## config.mk

```make
export PLATFORM = sky130hd
export DESIGN_NAME = mem_pre_stage
export DESIGN_NICKNAME = d
export VERILOG_FILES = /design/src/hw/mem_pre_pkg.sv /design/src/hw/stage_occupancy.sv /design/src/hw/stage_regs.sv /design/src/hw/dcache_request.sv /design/src/hw/result_select.sv /design/src/hw/tlb_command.sv /design/src/hw/mem_pre_stage.sv
export SDC_FILE = /design/constraint.sdc
export NUM_CORES = 1
export LEC_CHECK = 0
export BUFFER_PORTS_ARGS = -buffer_cell sky130_fd_sc_hd__buf_2
export CORE_MARGIN = 4
export CORE_UTILIZATION = 50
export DETAILED_ROUTE_END_ITERATION = 6
export GPL_TIMING_DRIVEN = 0
export PLACE_DENSITY = 0.94
export SETUP_SLACK_MARGIN = 0.1
export SLEW_MARGIN = 20
export SYNTH_ARGS = -nofsm -noshare
export SYNTH_HDL_FRONTEND = slang
export SYNTH_SLANG_ARGS = --single-unit
```

## constraint.sdc

```tcl
create_clock -name clk -period 3.23 [get_ports clk]
set_input_delay 0.1615 -clock clk [delete_from_list [all_inputs] [get_ports clk]]
set_output_delay 0.1615 -clock clk [all_outputs]
set_load 0.01 [all_outputs]
```

## src/hw/mem_pre_pkg.sv

```systemverilog
package mem_pre_pkg;

    ////////////////////////////////////////////////////////////
    // widths
    ////////////////////////////////////////////////////////////
    localparam int WORD_W     = 32;
    localparam int STRB_W     = 4;
    localparam int INDEX_W    = 12;  // cache index incl. byte offset
    localparam int CL_W       = 5;
    localparam int MATH_SEL_W = 4;
    localparam int TLB_OP_W   = 4;
    localparam int EXC_SEG_W  = 5;

    // one-hot result select positions
    localparam int MATH_ALU = 0;
    localparam int MATH_MUL = 1;
    localparam int MATH_CL  = 2;
    localparam int MATH_MDU = 3;

    // one-hot tlb opcode positions
    localparam int TLB_PROBE         = 0;
    localparam int TLB_WRITE_INDEXED = 1;
    localparam int TLB_WRITE_RANDOM  = 2;
    localparam int TLB_READ          = 3;

    localparam int EXC_SEG_PREMEM = 1;  // this stage in the exception segment vector

    // access size codes on the data bus
    localparam logic [1:0] SIZE_BYTE = 2'd0;
    localparam logic [1:0] SIZE_HALF = 2'd1;
    localparam logic [1:0] SIZE_WORD = 2'd2;

    // alu result doubles as the memory address
    typedef union packed {
        logic [WORD_W-1:0] value;
        struct packed {
            logic [WORD_W-INDEX_W-1:0] upper;
            logic [INDEX_W-3:0]        index;
            logic [1:0]                offset;
        } addr;
    } alu_word_u;

endpackage

```

## src/hw/stage_occupancy.sv

```systemverilog
`timescale 1ns/1ps
module stage_occupancy (
    input  logic                             clk,
    input  logic                             arst_n_i,
    input  logic                             in_valid_i,
    input  logic                             flush_i,
    input  logic                             ok_to_change_i,
    input  logic                             next_allow_in_i,
    input  logic                             exc_occur_i,
    input  logic [mem_pre_pkg::EXC_SEG_W-1:0] exc_seg_i,
    input  logic                             mem_has_risk_i,
    input  logic                             index_ok_i,
    input  logic                             mem_req_q_i,
    input  logic                             tlb_inst_q_i,
    output logic                             allow_in_o,
    output logic                             out_valid_o,
    output logic                             update_o,
    output logic                             clear_o
);
    import mem_pre_pkg::*;

    logic occupied_q;
    logic ready;
    logic need_flush;
    logic pre_valid;

    // the held instruction cannot leave while any of these is true
    assign ready = !((mem_req_q_i && mem_has_risk_i) ||
                     (tlb_inst_q_i && mem_has_risk_i) ||
                     (mem_req_q_i && !index_ok_i));

    assign need_flush = exc_occur_i && exc_seg_i[EXC_SEG_PREMEM];
    assign pre_valid  = in_valid_i && !flush_i;

    assign allow_in_o  = ok_to_change_i && next_allow_in_i && (ready || !occupied_q);
    assign out_valid_o = occupied_q && ready && allow_in_o && !need_flush;
    assign update_o    = allow_in_o && pre_valid;
    assign clear_o     = (allow_in_o && !pre_valid) || need_flush;

    always_ff @(posedge clk or negedge arst_n_i) begin
        if (!arst_n_i) begin
            occupied_q <= 1'b0;
        end else if (clear_o) begin
            occupied_q <= 1'b0;
        end else if (allow_in_o) begin
            occupied_q <= pre_valid;  // bubble or new instruction
        end
    end

endmodule

```

## src/hw/stage_regs.sv

```systemverilog
`timescale 1ns/1ps
module stage_regs (
    input  logic                                clk,
    input  logic                                arst_n_i,
    input  logic                                update_i,
    input  logic                                clear_i,
    input  logic [mem_pre_pkg::WORD_W-1:0]      alu_res_i,
    input  logic [mem_pre_pkg::WORD_W-1:0]      mul_res_i,
    input  logic [mem_pre_pkg::WORD_W-1:0]      mdu_res_i,
    input  logic [mem_pre_pkg::CL_W-1:0]        cl_res_i,
    input  logic [mem_pre_pkg::MATH_SEL_W-1:0]  math_sel_i,
    input  logic                                mem_req_i,
    input  logic                                mem_wr_i,
    input  logic [mem_pre_pkg::STRB_W-1:0]      mem_strb_i,
    input  logic                                mem_atom_i,
    input  logic [mem_pre_pkg::WORD_W-1:0]      store_data_i,
    input  logic                                has_exc_i,
    input  logic                                exc_risk_i,
    input  logic                                branch_risk_i,
    input  logic                                eret_i,
    input  logic                                tlb_inst_i,
    input  logic [mem_pre_pkg::TLB_OP_W-1:0]    tlb_op_i,
    output mem_pre_pkg::alu_word_u              alu_q_o,
    output logic [mem_pre_pkg::WORD_W-1:0]      mul_q_o,
    output logic [mem_pre_pkg::WORD_W-1:0]      mdu_q_o,
    output logic [mem_pre_pkg::CL_W-1:0]        cl_q_o,
    output logic [mem_pre_pkg::MATH_SEL_W-1:0]  math_sel_q_o,
    output logic                                mem_req_q_o,
    output logic                                mem_wr_q_o,
    output logic [mem_pre_pkg::STRB_W-1:0]      mem_strb_q_o,
    output logic                                mem_atom_q_o,
    output logic [mem_pre_pkg::WORD_W-1:0]      store_data_q_o,
    output logic                                has_exc_q_o,
    output logic                                exc_risk_q_o,
    output logic                                branch_risk_q_o,
    output logic                                eret_q_o,
    output logic                                tlb_inst_q_o,
    output logic [mem_pre_pkg::TLB_OP_W-1:0]    tlb_op_q_o
);

    ////////////////////////////////////////////////////////////
    // execute -> pre-memory pipeline register
    ////////////////////////////////////////////////////////////
    always_ff @(posedge clk or negedge arst_n_i) begin
        if (!arst_n_i) begin
            alu_q_o         <= '0;
            mul_q_o         <= '0;
            mdu_q_o         <= '0;
            cl_q_o          <= '0;
            math_sel_q_o    <= '0;
            mem_req_q_o     <= 1'b0;
            mem_wr_q_o      <= 1'b0;
            mem_strb_q_o    <= '0;
            mem_atom_q_o    <= 1'b0;
            store_data_q_o  <= '0;
            has_exc_q_o     <= 1'b0;
            exc_risk_q_o    <= 1'b0;
            branch_risk_q_o <= 1'b0;
            eret_q_o        <= 1'b0;
            tlb_inst_q_o    <= 1'b0;
            tlb_op_q_o      <= '0;
        end else if (clear_i) begin  // bubble, wins over load
            alu_q_o         <= '0;
            mul_q_o         <= '0;
            mdu_q_o         <= '0;
            cl_q_o          <= '0;
            math_sel_q_o    <= '0;
            mem_req_q_o     <= 1'b0;
            mem_wr_q_o      <= 1'b0;
            mem_strb_q_o    <= '0;
            mem_atom_q_o    <= 1'b0;
            store_data_q_o  <= '0;
            has_exc_q_o     <= 1'b0;
            exc_risk_q_o    <= 1'b0;
            branch_risk_q_o <= 1'b0;
            eret_q_o        <= 1'b0;
            tlb_inst_q_o    <= 1'b0;
            tlb_op_q_o      <= '0;
        end else if (update_i) begin
            alu_q_o         <= alu_res_i;
            mul_q_o         <= mul_res_i;
            mdu_q_o         <= mdu_res_i;
            cl_q_o          <= cl_res_i;
            math_sel_q_o    <= math_sel_i;
            mem_req_q_o     <= mem_req_i;
            mem_wr_q_o      <= mem_wr_i;
            mem_strb_q_o    <= mem_strb_i;
            mem_atom_q_o    <= mem_atom_i;
            store_data_q_o  <= store_data_i;
            has_exc_q_o     <= has_exc_i;
            exc_risk_q_o    <= exc_risk_i;
            branch_risk_q_o <= branch_risk_i;
            eret_q_o        <= eret_i;
            tlb_inst_q_o    <= tlb_inst_i;
            tlb_op_q_o      <= tlb_op_i;
        end
    end

endmodule

```

## src/hw/dcache_request.sv

```systemverilog
`timescale 1ns/1ps
module dcache_request (
    input  logic                              clk,
    input  logic                              arst_n_i,
    input  mem_pre_pkg::alu_word_u            alu_q_i,
    input  logic                              mem_req_q_i,
    input  logic                              mem_wr_q_i,
    input  logic [mem_pre_pkg::STRB_W-1:0]    mem_strb_q_i,
    input  logic                              mem_atom_q_i,
    input  logic [mem_pre_pkg::WORD_W-1:0]    store_data_q_i,
    input  logic                              has_exc_q_i,
    input  logic                              eret_q_i,
    input  logic                              mem_has_risk_i,
    input  logic                              next_allow_in_i,
    output logic                              data_req_o,
    output logic                              data_wr_o,
    output logic [mem_pre_pkg::INDEX_W-1:0]   data_index_o,
    output logic [1:0]                        data_size_o,
    output logic [mem_pre_pkg::STRB_W-1:0]    data_wstrb_o,
    output logic [mem_pre_pkg::WORD_W-1:0]    data_wdata_o,
    output logic [1:0]                        align_o,
    output logic                              sc_status_o
);
    import mem_pre_pkg::*;

    logic [$clog2(STRB_W+1)-1:0] strb_cnt;
    logic                        is_ll;
    logic                        is_sc;
    logic                        link_q;

    // an excepting access never reaches the bus
    assign data_req_o   = mem_req_q_i && !has_exc_q_i && !mem_has_risk_i && next_allow_in_i;
    assign data_wr_o    = mem_wr_q_i;
    assign data_index_o = {alu_q_i.addr.index, alu_q_i.addr.offset};
    assign data_wstrb_o = mem_strb_q_i;
    assign data_wdata_o = store_data_q_i;
    assign align_o      = alu_q_i.addr.offset;  // low address bits for alignment check

    ////////////////////////////////////////////////////////////
    // access size from the number of enabled bytes
    ////////////////////////////////////////////////////////////
    always_comb begin
        strb_cnt = '0;
        for (int i = 0; i < STRB_W; i++) begin
            strb_cnt = strb_cnt + {{($bits(strb_cnt)-1){1'b0}}, mem_strb_q_i[i]};
        end
        case (strb_cnt)
            1:       data_size_o = SIZE_BYTE;
            2:       data_size_o = SIZE_HALF;
            default: data_size_o = SIZE_WORD;
        endcase
    end

    // load-linked / store-conditional link bit
    assign is_ll = mem_req_q_i && !mem_wr_q_i && mem_atom_q_i;
    assign is_sc = mem_req_q_i && mem_wr_q_i && mem_atom_q_i;

    always_ff @(posedge clk or negedge arst_n_i) begin
        if (!arst_n_i) begin
            link_q <= 1'b0;
        end else if (eret_q_i) begin
            link_q <= 1'b0;  // eret breaks the link
        end else if (is_ll) begin
            link_q <= 1'b1;
        end
    end

    assign sc_status_o = is_sc && link_q;

endmodule

```

## src/hw/result_select.sv

```systemverilog
`timescale 1ns/1ps
module result_select (
    input  mem_pre_pkg::alu_word_u               alu_q_i,
    input  logic [mem_pre_pkg::WORD_W-1:0]       mul_q_i,
    input  logic [mem_pre_pkg::WORD_W-1:0]       mdu_q_i,
    input  logic [mem_pre_pkg::CL_W-1:0]         cl_q_i,
    input  logic [mem_pre_pkg::MATH_SEL_W-1:0]   math_sel_q_i,
    input  logic                                 sc_status_i,
    output logic [mem_pre_pkg::WORD_W-1:0]       prelim_res_o
);
    import mem_pre_pkg::*;

    logic [WORD_W-1:0] cl_ext;
    logic [WORD_W-1:0] sc_ext;

    assign cl_ext = {{(WORD_W-CL_W){1'b0}}, cl_q_i};
    assign sc_ext = {{(WORD_W-1){1'b0}}, sc_status_i};  // sc result lands in bit 0

    // one-hot and-or mux
    assign prelim_res_o = ({WORD_W{math_sel_q_i[MATH_ALU]}} & alu_q_i.value) |
                          ({WORD_W{math_sel_q_i[MATH_MUL]}} & mul_q_i)       |
                          ({WORD_W{math_sel_q_i[MATH_CL]}}  & cl_ext)        |
                          ({WORD_W{math_sel_q_i[MATH_MDU]}} & mdu_q_i)       |
                          sc_ext;

endmodule

```

## src/hw/tlb_command.sv

```systemverilog
`timescale 1ns/1ps
module tlb_command (
    input  logic                              tlb_inst_q_i,
    input  logic [mem_pre_pkg::TLB_OP_W-1:0]  tlb_op_q_i,
    input  logic                              mem_req_q_i,
    input  logic                              exc_risk_q_i,
    input  logic                              mem_has_risk_i,
    output logic                              tlb_probe_o,
    output logic                              tlb_read_o,
    output logic                              tlb_write_idx_o,
    output logic                              tlb_write_rnd_o,
    output logic                              map_o
);
    import mem_pre_pkg::*;

    logic no_risk;
    logic tlb_go;

    // tlb state is only touched once nothing ahead can still fault
    assign no_risk = !exc_risk_q_i && !mem_has_risk_i;
    assign tlb_go  = tlb_inst_q_i && no_risk;

    assign tlb_probe_o     = tlb_go && tlb_op_q_i[TLB_PROBE];
    assign tlb_read_o      = tlb_go && tlb_op_q_i[TLB_READ];
    assign tlb_write_idx_o = tlb_go && tlb_op_q_i[TLB_WRITE_INDEXED];
    assign tlb_write_rnd_o = tlb_go && tlb_op_q_i[TLB_WRITE_RANDOM];
    assign map_o           = mem_req_q_i && no_risk;  // address translation request

endmodule

```

## src/hw/mem_pre_stage.sv

```systemverilog
`timescale 1ns/1ps
module mem_pre_stage (
    input  logic                                clk,
    input  logic                                arst_n_i,
    // pipeline control
    input  logic                                in_valid_i,
    input  logic                                flush_i,
    input  logic                                ok_to_change_i,
    input  logic                                next_allow_in_i,
    input  logic                                exc_occur_i,
    input  logic [mem_pre_pkg::EXC_SEG_W-1:0]   exc_seg_i,
    input  logic                                mem_has_risk_i,
    input  logic                                index_ok_i,
    // execute fields
    input  logic [mem_pre_pkg::WORD_W-1:0]      alu_res_i,
    input  logic [mem_pre_pkg::WORD_W-1:0]      mul_res_i,
    input  logic [mem_pre_pkg::WORD_W-1:0]      mdu_res_i,
    input  logic [mem_pre_pkg::CL_W-1:0]        cl_res_i,
    input  logic [mem_pre_pkg::MATH_SEL_W-1:0]  math_sel_i,
    input  logic                                mem_req_i,
    input  logic                                mem_wr_i,
    input  logic [mem_pre_pkg::STRB_W-1:0]      mem_strb_i,
    input  logic                                mem_atom_i,
    input  logic [mem_pre_pkg::WORD_W-1:0]      store_data_i,
    input  logic                                has_exc_i,
    input  logic                                exc_risk_i,
    input  logic                                branch_risk_i,
    input  logic                                eret_i,
    input  logic                                tlb_inst_i,
    input  logic [mem_pre_pkg::TLB_OP_W-1:0]    tlb_op_i,
    // outputs
    output logic                                allow_in_o,
    output logic                                out_valid_o,
    output logic                                data_req_o,
    output logic                                data_wr_o,
    output logic [mem_pre_pkg::INDEX_W-1:0]     data_index_o,
    output logic [1:0]                          data_size_o,
    output logic [mem_pre_pkg::STRB_W-1:0]      data_wstrb_o,
    output logic [mem_pre_pkg::WORD_W-1:0]      data_wdata_o,
    output logic [1:0]                          align_o,
    output logic [mem_pre_pkg::WORD_W-1:0]      prelim_res_o,
    output logic                                tlb_probe_o,
    output logic                                tlb_read_o,
    output logic                                tlb_write_idx_o,
    output logic                                tlb_write_rnd_o,
    output logic                                map_o,
    output logic [mem_pre_pkg::WORD_W-1:0]      vaddr_o,
    output logic                                has_risk_o,
    output logic                                exc_risk_o
);
    import mem_pre_pkg::*;

    logic                  update;
    logic                  clear;
    alu_word_u             alu_q;
    logic [WORD_W-1:0]     mul_q;
    logic [WORD_W-1:0]     mdu_q;
    logic [CL_W-1:0]       cl_q;
    logic [MATH_SEL_W-1:0] math_sel_q;
    logic                  mem_req_q;
    logic                  mem_wr_q;
    logic [STRB_W-1:0]     mem_strb_q;
    logic                  mem_atom_q;
    logic [WORD_W-1:0]     store_data_q;
    logic                  has_exc_q;
    logic                  exc_risk_q;
    logic                  branch_risk_q;
    logic                  eret_q;
    logic                  tlb_inst_q;
    logic [TLB_OP_W-1:0]   tlb_op_q;
    logic                  sc_status;

    stage_occupancy u_occ (
        .clk, .arst_n_i, .in_valid_i, .flush_i, .ok_to_change_i, .next_allow_in_i,
        .exc_occur_i, .exc_seg_i, .mem_has_risk_i, .index_ok_i,
        .mem_req_q_i (mem_req_q), .tlb_inst_q_i (tlb_inst_q),
        .allow_in_o, .out_valid_o, .update_o (update), .clear_o (clear)
    );

    stage_regs u_regs (
        .clk, .arst_n_i, .update_i (update), .clear_i (clear),
        .alu_res_i, .mul_res_i, .mdu_res_i, .cl_res_i, .math_sel_i,
        .mem_req_i, .mem_wr_i, .mem_strb_i, .mem_atom_i, .store_data_i,
        .has_exc_i, .exc_risk_i, .branch_risk_i, .eret_i, .tlb_inst_i, .tlb_op_i,
        .alu_q_o (alu_q), .mul_q_o (mul_q), .mdu_q_o (mdu_q), .cl_q_o (cl_q),
        .math_sel_q_o (math_sel_q), .mem_req_q_o (mem_req_q), .mem_wr_q_o (mem_wr_q),
        .mem_strb_q_o (mem_strb_q), .mem_atom_q_o (mem_atom_q),
        .store_data_q_o (store_data_q), .has_exc_q_o (has_exc_q),
        .exc_risk_q_o (exc_risk_q), .branch_risk_q_o (branch_risk_q),
        .eret_q_o (eret_q), .tlb_inst_q_o (tlb_inst_q), .tlb_op_q_o (tlb_op_q)
    );

    dcache_request u_dcache (
        .clk, .arst_n_i, .alu_q_i (alu_q), .mem_req_q_i (mem_req_q),
        .mem_wr_q_i (mem_wr_q), .mem_strb_q_i (mem_strb_q), .mem_atom_q_i (mem_atom_q),
        .store_data_q_i (store_data_q), .has_exc_q_i (has_exc_q), .eret_q_i (eret_q),
        .mem_has_risk_i, .next_allow_in_i,
        .data_req_o, .data_wr_o, .data_index_o, .data_size_o, .data_wstrb_o,
        .data_wdata_o, .align_o, .sc_status_o (sc_status)
    );

    result_select u_res (
        .alu_q_i (alu_q), .mul_q_i (mul_q), .mdu_q_i (mdu_q), .cl_q_i (cl_q),
        .math_sel_q_i (math_sel_q), .sc_status_i (sc_status), .prelim_res_o
    );

    tlb_command u_tlb (
        .tlb_inst_q_i (tlb_inst_q), .tlb_op_q_i (tlb_op_q), .mem_req_q_i (mem_req_q),
        .exc_risk_q_i (exc_risk_q), .mem_has_risk_i,
        .tlb_probe_o, .tlb_read_o, .tlb_write_idx_o, .tlb_write_rnd_o, .map_o
    );

    assign vaddr_o    = alu_q.value;
    assign has_risk_o = exc_risk_q || branch_risk_q || mem_has_risk_i;  // stalls the front
    assign exc_risk_o = has_exc_q || exc_risk_q;

endmodule

```

==> impl_metrics.env, run 1 <==
export IMPL_status="completed"
export IMPL_critical_path_class="flip-flop to flip-flop"
export IMPL_cts_resized=0
export IMPL_io_pins=294
export IMPL_hold_path_startpoint="mdu_res_i[19]"
export IMPL_cts_sinks=155
export IMPL_rsz0062_at_grt="false"
export IMPL_routed_via_density=6.18
export IMPL_tightest_slew_ps=856
export IMPL_swShare=0.263
export IMPL_power_density_mw_per_mm2=455
export IMPL_holdBufCountCts=153
export IMPL_syn_num_nets=641
export IMPL_dieArea_mm2=0.0143
export IMPL_antenna_left=0
export IMPL_yosysMostFrequentCell="dfrtp_1"
export IMPL_critical_path_startpoint="u_regs.mem_req_q_o"
export IMPL_cts_path_max_buffers=2
export IMPL_totalWireLength_um=27200
export IMPL_grt_use_total=0.382
export IMPL_drc=0
export IMPL_grt_pass1_vias=7428
export IMPL_ir_worst_vdd_uv=412
export IMPL_slew_viol_final=0
export IMPL_start_util=0.516
export IMPL_route_vias_total=6910
export IMPL_port_buffers=289
export IMPL_pwr_share_seq=0.450
export IMPL_numCtsBuffers=17
export IMPL_cp_common_cell="buf_2"
export IMPL_hpwl_um=14600
export IMPL_crit_arrival_ps=2940
export IMPL_path_buf_inv=2
export IMPL_p_total_uw=4570
export IMPL_critical_path_max_stage_delay_ps=800
export IMPL_netlist_area_leader_share=0.621
export IMPL_tritoncts="yes"
export IMPL_routedWlPerCell_um=24.3
export IMPL_p_sw_uw=1200
export IMPL_synthArstFlopShare=1.00
export IMPL_nets=1103
export IMPL_worstPathRequired_ps=3580
export IMPL_post_cts_buffers=0
export IMPL_p_int_uw=3370
export IMPL_ys_seq_area_frac=0.621
export IMPL_core_region_area_mm2=0.0121
export IMPL_clock_skew_final_ps=12.3
export IMPL_synthTopCellsByCount="dfrtp_1 (155), a22o_1 (153), clkbuf_1 (28), inv_1 (28), a222oi_1 (27)"
export IMPL_clk_latency_ps=430
export IMPL_synth_cell_type_count=32
export IMPL_antenna_found_initial=3
export IMPL_combPwrFrac=0.131
export IMPL_cap_violations=0
export IMPL_finalSetupViolCount=0
export IMPL_grt_pass1_wl_um=42000
export IMPL_syn_area_per_cell_um2=13.3
export IMPL_synthTopCellsByArea="dfrtp_1 (62%), a22o_1 (21%), a222oi_1 (4.3%)"
export IMPL_die_w_um=120
export IMPL_crit_family="compound AO/OA/AOI/OAI gates"
export IMPL_htree_levels=4
export IMPL_leakage_uw=0.00556
export IMPL_slew_headroom=0.430
export IMPL_netlist_instances=471
export IMPL_finalHoldViolCount=0
export IMPL_critPathSlowestCell="a2111oi_4"
export IMPL_end_kind="flip-flop"
export IMPL_synth_largest_area_cell="dfrtp_1"
export IMPL_synthFlopType="dfrtp_1"
export IMPL_hp_class="input port to flip-flop"
export IMPL_area_delta_synth_final_pct=60.8
export IMPL_rows=40
export IMPL_first_iter_violations=834
export IMPL_drive_gt1_frac=0.375
export IMPL_fin_crit_sh=0.801
export IMPL_path_cells="o211a_1 -> a2111oi_4 -> buf_2 -> buf_2 -> a22o_1"
export IMPL_postLayoutCoreUtil=0.830
export IMPL_overflow=0
export IMPL_gp_congestion=0.890
export IMPL_netlist_area_mm2=0.00625
export IMPL_synth_yosys_warnings=0
export IMPL_die_y_um=120
export IMPL_dr_pass1_iters=7
export IMPL_synth_edf_count=0
export IMPL_grt_max_degree=80
export IMPL_cts_root_buf="clkbuf_16"
export IMPL_r2r_start="u_regs.mem_req_q_o"
export IMPL_timing_final_crit_period_ps=2590
export IMPL_worstPathMaxFanout=10
export IMPL_power_share_clock=0.420
export IMPL_clk_pin_slew_ps=60
export IMPL_crit_path_start_kind="flip-flop"
export IMPL_yosys_register_bits=155
export IMPL_fmax_mhz=386
[power groups by stage]
stage	Clock, uW	Sequential (uW)	Combinational (uW)
6_report	1920	2060	598
5_1_grt	2020	2060	634
4_1_cts	1910	2050	563
3_5_place_dp	0	2080	414
3_3_place_gp	0	2080	395
2_1_floorplan	0	2080	159
[sequential cells by signal, indices dropped and copies added, names as in the netlist, 4 cells and up]
register / flops
u_regs.alu_q_o: 32
u_regs.mdu_q_o: 32
u_regs.mul_q_o: 32
u_regs.store_data_q_o: 32
u_regs.cl_q_o: 5
u_regs.math_sel_q_o: 4
u_regs.mem_strb_q_o: 4
u_regs.tlb_op_q_o: 4
[layer usage]
layer / global-route usage / wire (um) / up-vias
met1: 0.446 / 9280 / 3313
met2: 0.621 / 13400 / 668
met4: 0.249 / 1870 / 0
met3: 0.103 / 2670 / 175
met5: 0 / 0 / -
li1: - / - / 2754
[cells in the final DEF, fill, tap and decap left out, drive strengths merged, types with 2 or more instances in the layout]
| master | instances |
|---|---|
| a222oi | 27 |
| and2 | 2 |
| clkinv | 7 |
| dlygate4sd3 | 153 |
| ha | 2 |
| and3 | 4 |
| a31oi | 2 |
| buf | 321 |
| diode | 4 |
| nor2 | 2 |
| a22oi | 10 |
| dfrtp | 155 |
| nand2 | 8 |
| nor2b | 2 |
| a22o | 153 |
| clkbuf | 45 |
| clkinvlp | 3 |
| inv | 32 |
[final timing paths]
path	to	slack, ps	cells past startpoint
hold reg to reg	u_dcache.link_q	490	1
hold / removal	u_regs.mdu_q_o[19]	20	2
setup reg to reg	u_regs.alu_q_o[19]	640	5
min in group asynchronous	u_regs.store_data_q_o[9]	290	2
setup / recovery	u_regs.alu_q_o[19]	640	5
max in group asynchronous	u_regs.alu_q_o[10]	2160	3
[kinds of logic (layout without fill, tap and decap cells)]
logic type | count (synthesis) | count (layout) | share of synthesized area
AO/OA/AOI/OAI | 197 | 197 | 0.281
XOR/XNOR | 1 | 1 | 0.00140
adder cells (fa/ha/maj) | 3 | 3 | 0.00721
buffers and inverters | 87 | 562 | 0.0641
flip-flops | 155 | 155 | 0.621
other | 0 | 4 | 0
AND/OR/NAND/NOR | 28 | 28 | 0.0252
[metrics by stage]
stage	hold slack (ps)	TNS [ps]	worst slack (ps)	instances	area, um^2
floorplan	-134	0	1360	471	6250
global placement	377	-20980	-147	928	7910
detailed placement	175	0	742	929	7940
CTS	3.01	0	747	1114	10000
global route	5.84	0	584	1117	10000
finish	21.9	0	642	1118	10000
[final cells by class]
cell class | count | area [um^2]
clock inverter | 15 | 140
multi-input combinational | 229 | 1970
antenna | 4 | 10.0
fill | 580 | 2060
tap | 168 | 210
clock buffer | 17 | 425
timing repair buffer | 443 | 3020
sequential | 155 | 3880
buffer | 59 | 295
inverter | 28 | 105
(Power assumes the default switching activity.)
==> inputs of run 2 (changes only) <==
--- a/config.mk
+++ b/config.mk
@@ -5,12 +5,13 @@
 export SDC_FILE = /design/constraint.sdc
 export NUM_CORES = 1
 export LEC_CHECK = 0
+export ABC_AREA = 1
 export BUFFER_PORTS_ARGS = -buffer_cell sky130_fd_sc_hd__buf_2
 export CORE_MARGIN = 4
-export CORE_UTILIZATION = 50
+export CORE_UTILIZATION = 51
 export DETAILED_ROUTE_END_ITERATION = 6
 export GPL_TIMING_DRIVEN = 0
-export PLACE_DENSITY = 0.94
+export PLACE_DENSITY = 0.91
 export SETUP_SLACK_MARGIN = 0.1
 export SLEW_MARGIN = 20
 export SYNTH_ARGS = -nofsm -noshare
==> constraint.sdc (replaced) <==
create_clock -name clk -period 2.64 [get_ports clk]
set_input_delay 0.132 -clock clk [delete_from_list [all_inputs] [get_ports clk]]
set_output_delay 0.132 -clock clk [all_outputs]
set_load 0.01 [all_outputs]
==> run 2 against run 1 <==
Against the previous run: die area is 28% higher; utilization fell by 14 points; final area rose by 9.6%; first-iteration DRC count decreased by 13%; area after synthesis rose by 33%; non-clock buffer count shrank 92; via count is 30% higher; cell count up 58%; sequential power grew 28%; sequential share of layout area decreased by 3.4 points; clock power up 47%; wire length rose by 1.1%; critical endpoint is now data_size_o[1]; largest cell class unchanged; largest power group is now clock.
==> impl_metrics.env, run 2 <==
export IMPL_power_density_mw_per_mm2=584
export IMPL_rsz0062_at_grt="false"
export IMPL_timing_final_crit_period_ps=2360
export IMPL_worstPathRequired_ps=2510
export IMPL_dp_cells=1702
export IMPL_clk_latency_ps=430
export IMPL_nFillCells=1289
export IMPL_ir_worst_vdd_uv=445
export IMPL_tritoncts="yes"
export IMPL_syn_area_per_cell_um2=6.95
export IMPL_postLayoutCoreUtil=0.691
export IMPL_numCtsBuffers=17
export IMPL_rows=46
export IMPL_cts_sinks=155
export IMPL_syn_num_nets=1366
export IMPL_area_delta_synth_final_pct=32.5
export IMPL_ys_seq_area_frac=0.467
export IMPL_grt_max_degree=88
export IMPL_io_pins=294
export IMPL_clk_pin_slew_ps=70
export IMPL_tightest_slew_ps=730
export IMPL_yosys_register_bits=155
export IMPL_hpwl_um=19200
export IMPL_dpl_worst_slack_ps=747
export IMPL_end_kind="output pin"
export IMPL_first_iter_violations=722
export IMPL_synthTopCellsByCount="nand2_1 (416), nand3_1 (185), inv_1 (165)"
export IMPL_die_w_um=136
export IMPL_slew_headroom=0.513
export IMPL_synth_largest_area_cell="dfrtp_1"
export IMPL_placedInstanceArea_mm2=0.0101
export IMPL_antenna_left=0
export IMPL_cts_path_max_buffers=2
export IMPL_routedWlPerCell_um=15.6
export IMPL_start_util=0.521
export IMPL_postLayoutCellArea_mm2=0.0110
export IMPL_grt_use_total=0.298
export IMPL_drive_gt1_frac=0.244
export IMPL_die_y_um=136
export IMPL_post_cts_buffers=0
export IMPL_synth_yosys_warnings=0
export IMPL_synthFlopType="dfrtp_1"
export IMPL_yosysMostFrequentCell="nand2_1"
export IMPL_cts_root_buf="clkbuf_16"
export IMPL_cap_violations=0
export IMPL_netlist_area_mm2=0.00831
export IMPL_synth_cell_type_count=18
export IMPL_routed_via_density=5.09
export IMPL_dr_pass1_iters=6
export IMPL_overflow=0
export IMPL_netlist_area_leader_share=0.467
export IMPL_fmax_mhz=424
export IMPL_leakage_uw=0.00698
export IMPL_drc=0
export IMPL_port_buffers=289
export IMPL_slew_viol_final=0
export IMPL_mostFrequentLayoutCells="nand2_1 (416), buf_2 (298), nand3_1 (185)"
export IMPL_netlist_instances=1196
export IMPL_finalSetupViolCount=0
export IMPL_status="completed"
export IMPL_layout_commonest_cell="nand2_1"
export IMPL_crit_arrival_ps=2220
export IMPL_crit_path_start_kind="flip-flop"
export IMPL_grt_pass1_vias=8761
export IMPL_dieArea_mm2=0.0184
export IMPL_totalWireLength_um=27500
export IMPL_finalHoldViolCount=0
export IMPL_fin_crit_sh=0.892
export IMPL_grt_pass1_wl_um=43200
export IMPL_core_region_area_mm2=0.0159
export IMPL_htree_levels=4
export IMPL_gp_congestion=0.881
export IMPL_clock_skew_final_ps=6.93
export IMPL_critical_path_class="flip-flop to output pin"
export IMPL_antenna_found_initial=2
export IMPL_synthTopCellsByArea="dfrtp_1 (47%), nand2_1 (19%), nand3_1 (11%)"
export IMPL_route_vias_total=8965
export IMPL_fin_cells=1762
export IMPL_synth_edf_count=0
export IMPL_worstPathMaxFanout=3
export IMPL_synthArstFlopShare=1.00
export IMPL_hp_class="input port to flip-flop"
export IMPL_setup_slack_ps=284
export IMPL_nets=1702
==> run 2: cell count changes after synthesis, moves of 7 or more <==
cell and delta:
clkbuf_1 +11, a222oi_1 -27, a22oi_1 -10, nand3_1 +184
nor2_1 +162, nand2_1 +408, inv_1 +137, a22o_1 -153
buf_2 -7, buf_6 +14, buf_4 +12
==> run 2: area by class of cell <==
cell class / count / area, um^2 / area share
clock buffer: 20 / 457 / 0.0415
tap: 216 / 270 / 0.0245
antenna: 2 / 5.00 / 0.000454
timing repair buffer: 317 / 1750 / 0.159
multi-input combinational: 783 / 3250 / 0.295
inverter: 165 / 619 / 0.0562
sequential: 155 / 3880 / 0.352
buffer: 93 / 564 / 0.0512
clock inverter: 11 / 216 / 0.0197
==> run 2: kinds of logic (layout without fill, tap and decap cells) <==
kind of cell               after synthesis  after routing  share of synthesized area
and+or+nand+nor                        778            778                      0.384
other                                    0              2                          0
buffers and inverters                  258            606                      0.142
DFF                                    155            155                      0.467
adders and majority gates                3              3                    0.00542
AOI/OAI and AO/OA                        2              2                    0.00120
==> run 2: what timing repair did <==
item | 4_1_cts | 5_1_grt
hold buffers | 27 | 0
gates resized for setup | 0 | 0
hold endpoints to repair | 112 | 0
==> run 2: per-layer routing <==
metal	vias to the layer above	share of wire	global-route usage
met5	-	0	0
met4	0	0.034	0.132
met3	85	0.089	0.0698
met2	521	0.49	0.502
met1	4123	0.39	0.365
li1	4236	-	-
==> run 2: report_power, final <==
group	switching [uW]	internal, uW	leakage [uW]	total, uW
Combinational	597	389	0.00454	986
Sequential	109	2520	0.00211	2630
Clock	999	1820	0.000330	2820
Total	1700	4730	0.00698	6430
==> run 2: worst max-delay path: stages (launching register included) <==
cell and delay, ps:
dfrtp_1 400, ha_1 320, fa_1 380, ha_1 320, nor3_1 180, nor2_1 50
buf_2 130
==> run 2: metrics by stage <==
stage / total power, uW / setup TNS (ps) / hold slack (ps)
3_5_place_dp: 3610 / 0 / 184
3_3_place_gp: 3570 / -131220 / 424
6_report: 6430 / 0 / 2.10
4_1_cts: 6430 / 0 / 0.606
5_1_grt: 6670 / 0 / 13.9
2_1_floorplan: 3150 / 0 / -164
==> run 2: worst paths after layout <==
| check | startpoint | to | slack (ps) | cells after the start |
|---|---|---|---|---|
| min in group asynchronous | arst_n_i | u_regs.store_data_q_o[12] | 320 | 2 |
| max reg2reg | u_regs.mem_req_q_o | u_regs.mul_q_o[22] | 900 | 8 |
| max | u_regs.mem_strb_q_o[0] | data_size_o[1] | 280 | 6 |
| min reg2reg | u_regs.eret_q_o | u_dcache.link_q | 440 | 1 |
| min | store_data_i[27] | u_regs.store_data_q_o[27] | 2 | 5 |
| max in group asynchronous | arst_n_i | u_regs.alu_q_o[19] | 1540 | 3 |
==> inputs of run 3 (changes only) <==
==> constraint.sdc (replaced) <==
create_clock -name clk -period 2.2 [get_ports clk]
set_input_delay 0.11 -clock clk [delete_from_list [all_inputs] [get_ports clk]]
set_output_delay 0.11 -clock clk [all_outputs]
set_load 0.01 [all_outputs]
==> run 3 against run 2 <==
Against the previous run: the run now ends with hold timing, setup timing left; highest routed layer unchanged; die area stayed put; sequential share of layout area is 3.0 points lower; combinational power rose by 41%.
==> impl_metrics.env, run 3 (synthesized netlist as in run 2, its figures left out) <==
export IMPL_start_util=0.521
export IMPL_drive_gt1_frac=0.239
export IMPL_routedWlPerCell_um=17.4
export IMPL_nFillCells=1053
export IMPL_dieArea_mm2=0.0184
export IMPL_worstPathMaxFanout=2
export IMPL_fin_crit_sh=1.02
export IMPL_fmax_mhz=446
export IMPL_leakage_uw=0.00742
export IMPL_mostFrequentLayoutCells="nand2_1 (415), buf_2 (298), nand3_1 (185)"
export IMPL_worstPathRequired_ps=2090
export IMPL_gp_congestion=0.881
export IMPL_p_total_uw=7940
export IMPL_clk_latency_ps=430
export IMPL_ff2ff_path_depth=8
export IMPL_hold_path_startpoint="mul_res_i[28]"
export IMPL_route_vias_total=9937
export IMPL_slew_viol_final=0
export IMPL_setup_slack_ps=-40.3
export IMPL_clock_skew_final_ps=10.2
export IMPL_postLayoutCoreUtil=0.755
export IMPL_dp_cells=1702
export IMPL_violations="hold timing, setup timing"
export IMPL_clk_pin_slew_ps=60
export IMPL_timing_final_crit_period_ps=2240
export IMPL_crit_path_start_kind="flip-flop"
export IMPL_grt_pass1_vias=10200
export IMPL_overflow=0
export IMPL_rsz0062_at_grt="true"
export IMPL_io_pins=294
export IMPL_cap_violations=0
export IMPL_area_delta_synth_final_pct=44.9
export IMPL_critical_path_class="flip-flop to output pin"
export IMPL_crit_arrival_ps=2130
export IMPL_layout_commonest_cell="nand2_1"
export IMPL_grt_max_degree=88
export IMPL_tightest_slew_ps=785
export IMPL_tritoncts="yes"
export IMPL_routed_via_density=5.35
export IMPL_r2r_start="u_regs.mem_req_q_o"
export IMPL_drc=0
export IMPL_cts_path_max_buffers=2
export IMPL_cts_sinks=155
export IMPL_multiInputGateArea_mm2=0.00329
export IMPL_core_region_area_mm2=0.0159
export IMPL_seqCellArea_mm2=0.00388
export IMPL_hp_class="input port to flip-flop"
export IMPL_slew_headroom=0.477
export IMPL_die_y_um=136
export IMPL_status="finished, violations left"
export IMPL_setup_tns_ps=-40.3
export IMPL_fin_cells=1859
export IMPL_nets=1800
export IMPL_finalHoldViolCount=1
export IMPL_numCtsBuffers=17
export IMPL_whs_path_depth=5
export IMPL_die_w_um=136
export IMPL_hold_path_endpoint="u_regs.mul_q_o[28]"
export IMPL_antenna_found_initial=1
export IMPL_rrSetupSlack_ps=460
export IMPL_first_iter_violations=1009
export IMPL_finalSetupViolCount=1
export IMPL_ir_worst_vdd_uv=540
export IMPL_dr_pass1_iters=6
export IMPL_power_density_mw_per_mm2=660
export IMPL_htree_levels=4
export IMPL_cts_root_buf="clkbuf_16"
export IMPL_totalWireLength_um=32300
export IMPL_antenna_left=0
export IMPL_port_buffers=289
export IMPL_grt_use_total=0.350
export IMPL_r2r_end="u_regs.mdu_q_o[9]"
export IMPL_rows=46
export IMPL_end_kind="output pin"
export IMPL_grt_pass1_wl_um=50600
export IMPL_hpwl_um=19200
export IMPL_holdWs_ps=-1.75
[run 3: changes by cell type in the layout (fill, tap and decap cells not counted), moves of 2 or more]
cell / previous run / this run
buf_4: 26 / 29
ha_1: 2 / 0
ha_4: 0 / 2
clkbuf_2: 0 / 9
dlygate4sd3_1: 27 / 122
clkbuf_1: 40 / 31
[run 3: cell type report]
type                    instances  share of cell area
well taps                     216              0.0225
multi-input cells             783               0.273
flip-flops and latches        155               0.322
diodes                          1            0.000208
plain buffers                  93              0.0478
clock inverters                11              0.0180
repair buffers                415               0.227
clock buffers                  20              0.0379
inverters                     165              0.0515
[run 3: worst max-delay path by stage]
stage / from / to / slack (ps) / depth (start not counted)
after floorplan: u_regs.mem_strb_q_o[0] / data_size_o[1] / 360 / 6
after global placement: arst_n_i / u_regs.alu_q_o[10] / -1280 / 1
after detailed placement: u_regs.mem_strb_q_o[0] / data_size_o[1] / 330 / 6
after CTS: u_regs.mem_strb_q_o[1] / data_size_o[1] / -30 / 7
after global routing: u_regs.mem_strb_q_o[0] / data_size_o[1] / -70 / 7
final: u_regs.mem_strb_q_o[0] / data_size_o[1] / -40 / 7
[run 3: power breakdown]
| part | leakage, uW | switching [uW] | internal [uW] |
|---|---|---|---|
| clock network | 0.000330 | 1210 | 2180 |
| logic | 0.00498 | 798 | 589 |
| registers | 0.00211 | 135 | 3020 |
| total | 0.00742 | 2140 | 5800 |
[run 3: per-layer routing]
layer	up-vias	routed length (um)	track usage
met5	-	0	0
met4	0	1700	0.186
met3	176	3270	0.0866
met2	745	15800	0.596
met1	4574	11500	0.407
li1	4442	-	-
[run 3: repair_timing]
action                                 4_1_cts  5_1_grt
buffers inserted                             2        1
hold buffers                               122        0
endpoints found under the hold margin      207        0
resized for setup                            7       16
setup endpoints to repair                    8       26
pin swaps                                    4        5
[run 3: through the flow]
step,cell area (um^2),worst slack (ps),hold WS [ps]
floorplan,8310,357,-186
global placement,10000,-1280,414
detailed placement,10100,329,162
CTS,12000,-29.7,0.162
global route,12000,-67.7,9.63
finish,12000,-40.3,-1.75
[run 3: worst max-delay path, cell delays in order (launching register included)]
cell and delay, ps:
dfrtp_1 410, ha_4 250, fa_2 370, ha_4 300, nand2_4 50, nor2_4 110, nor2_1 60, buf_2 150
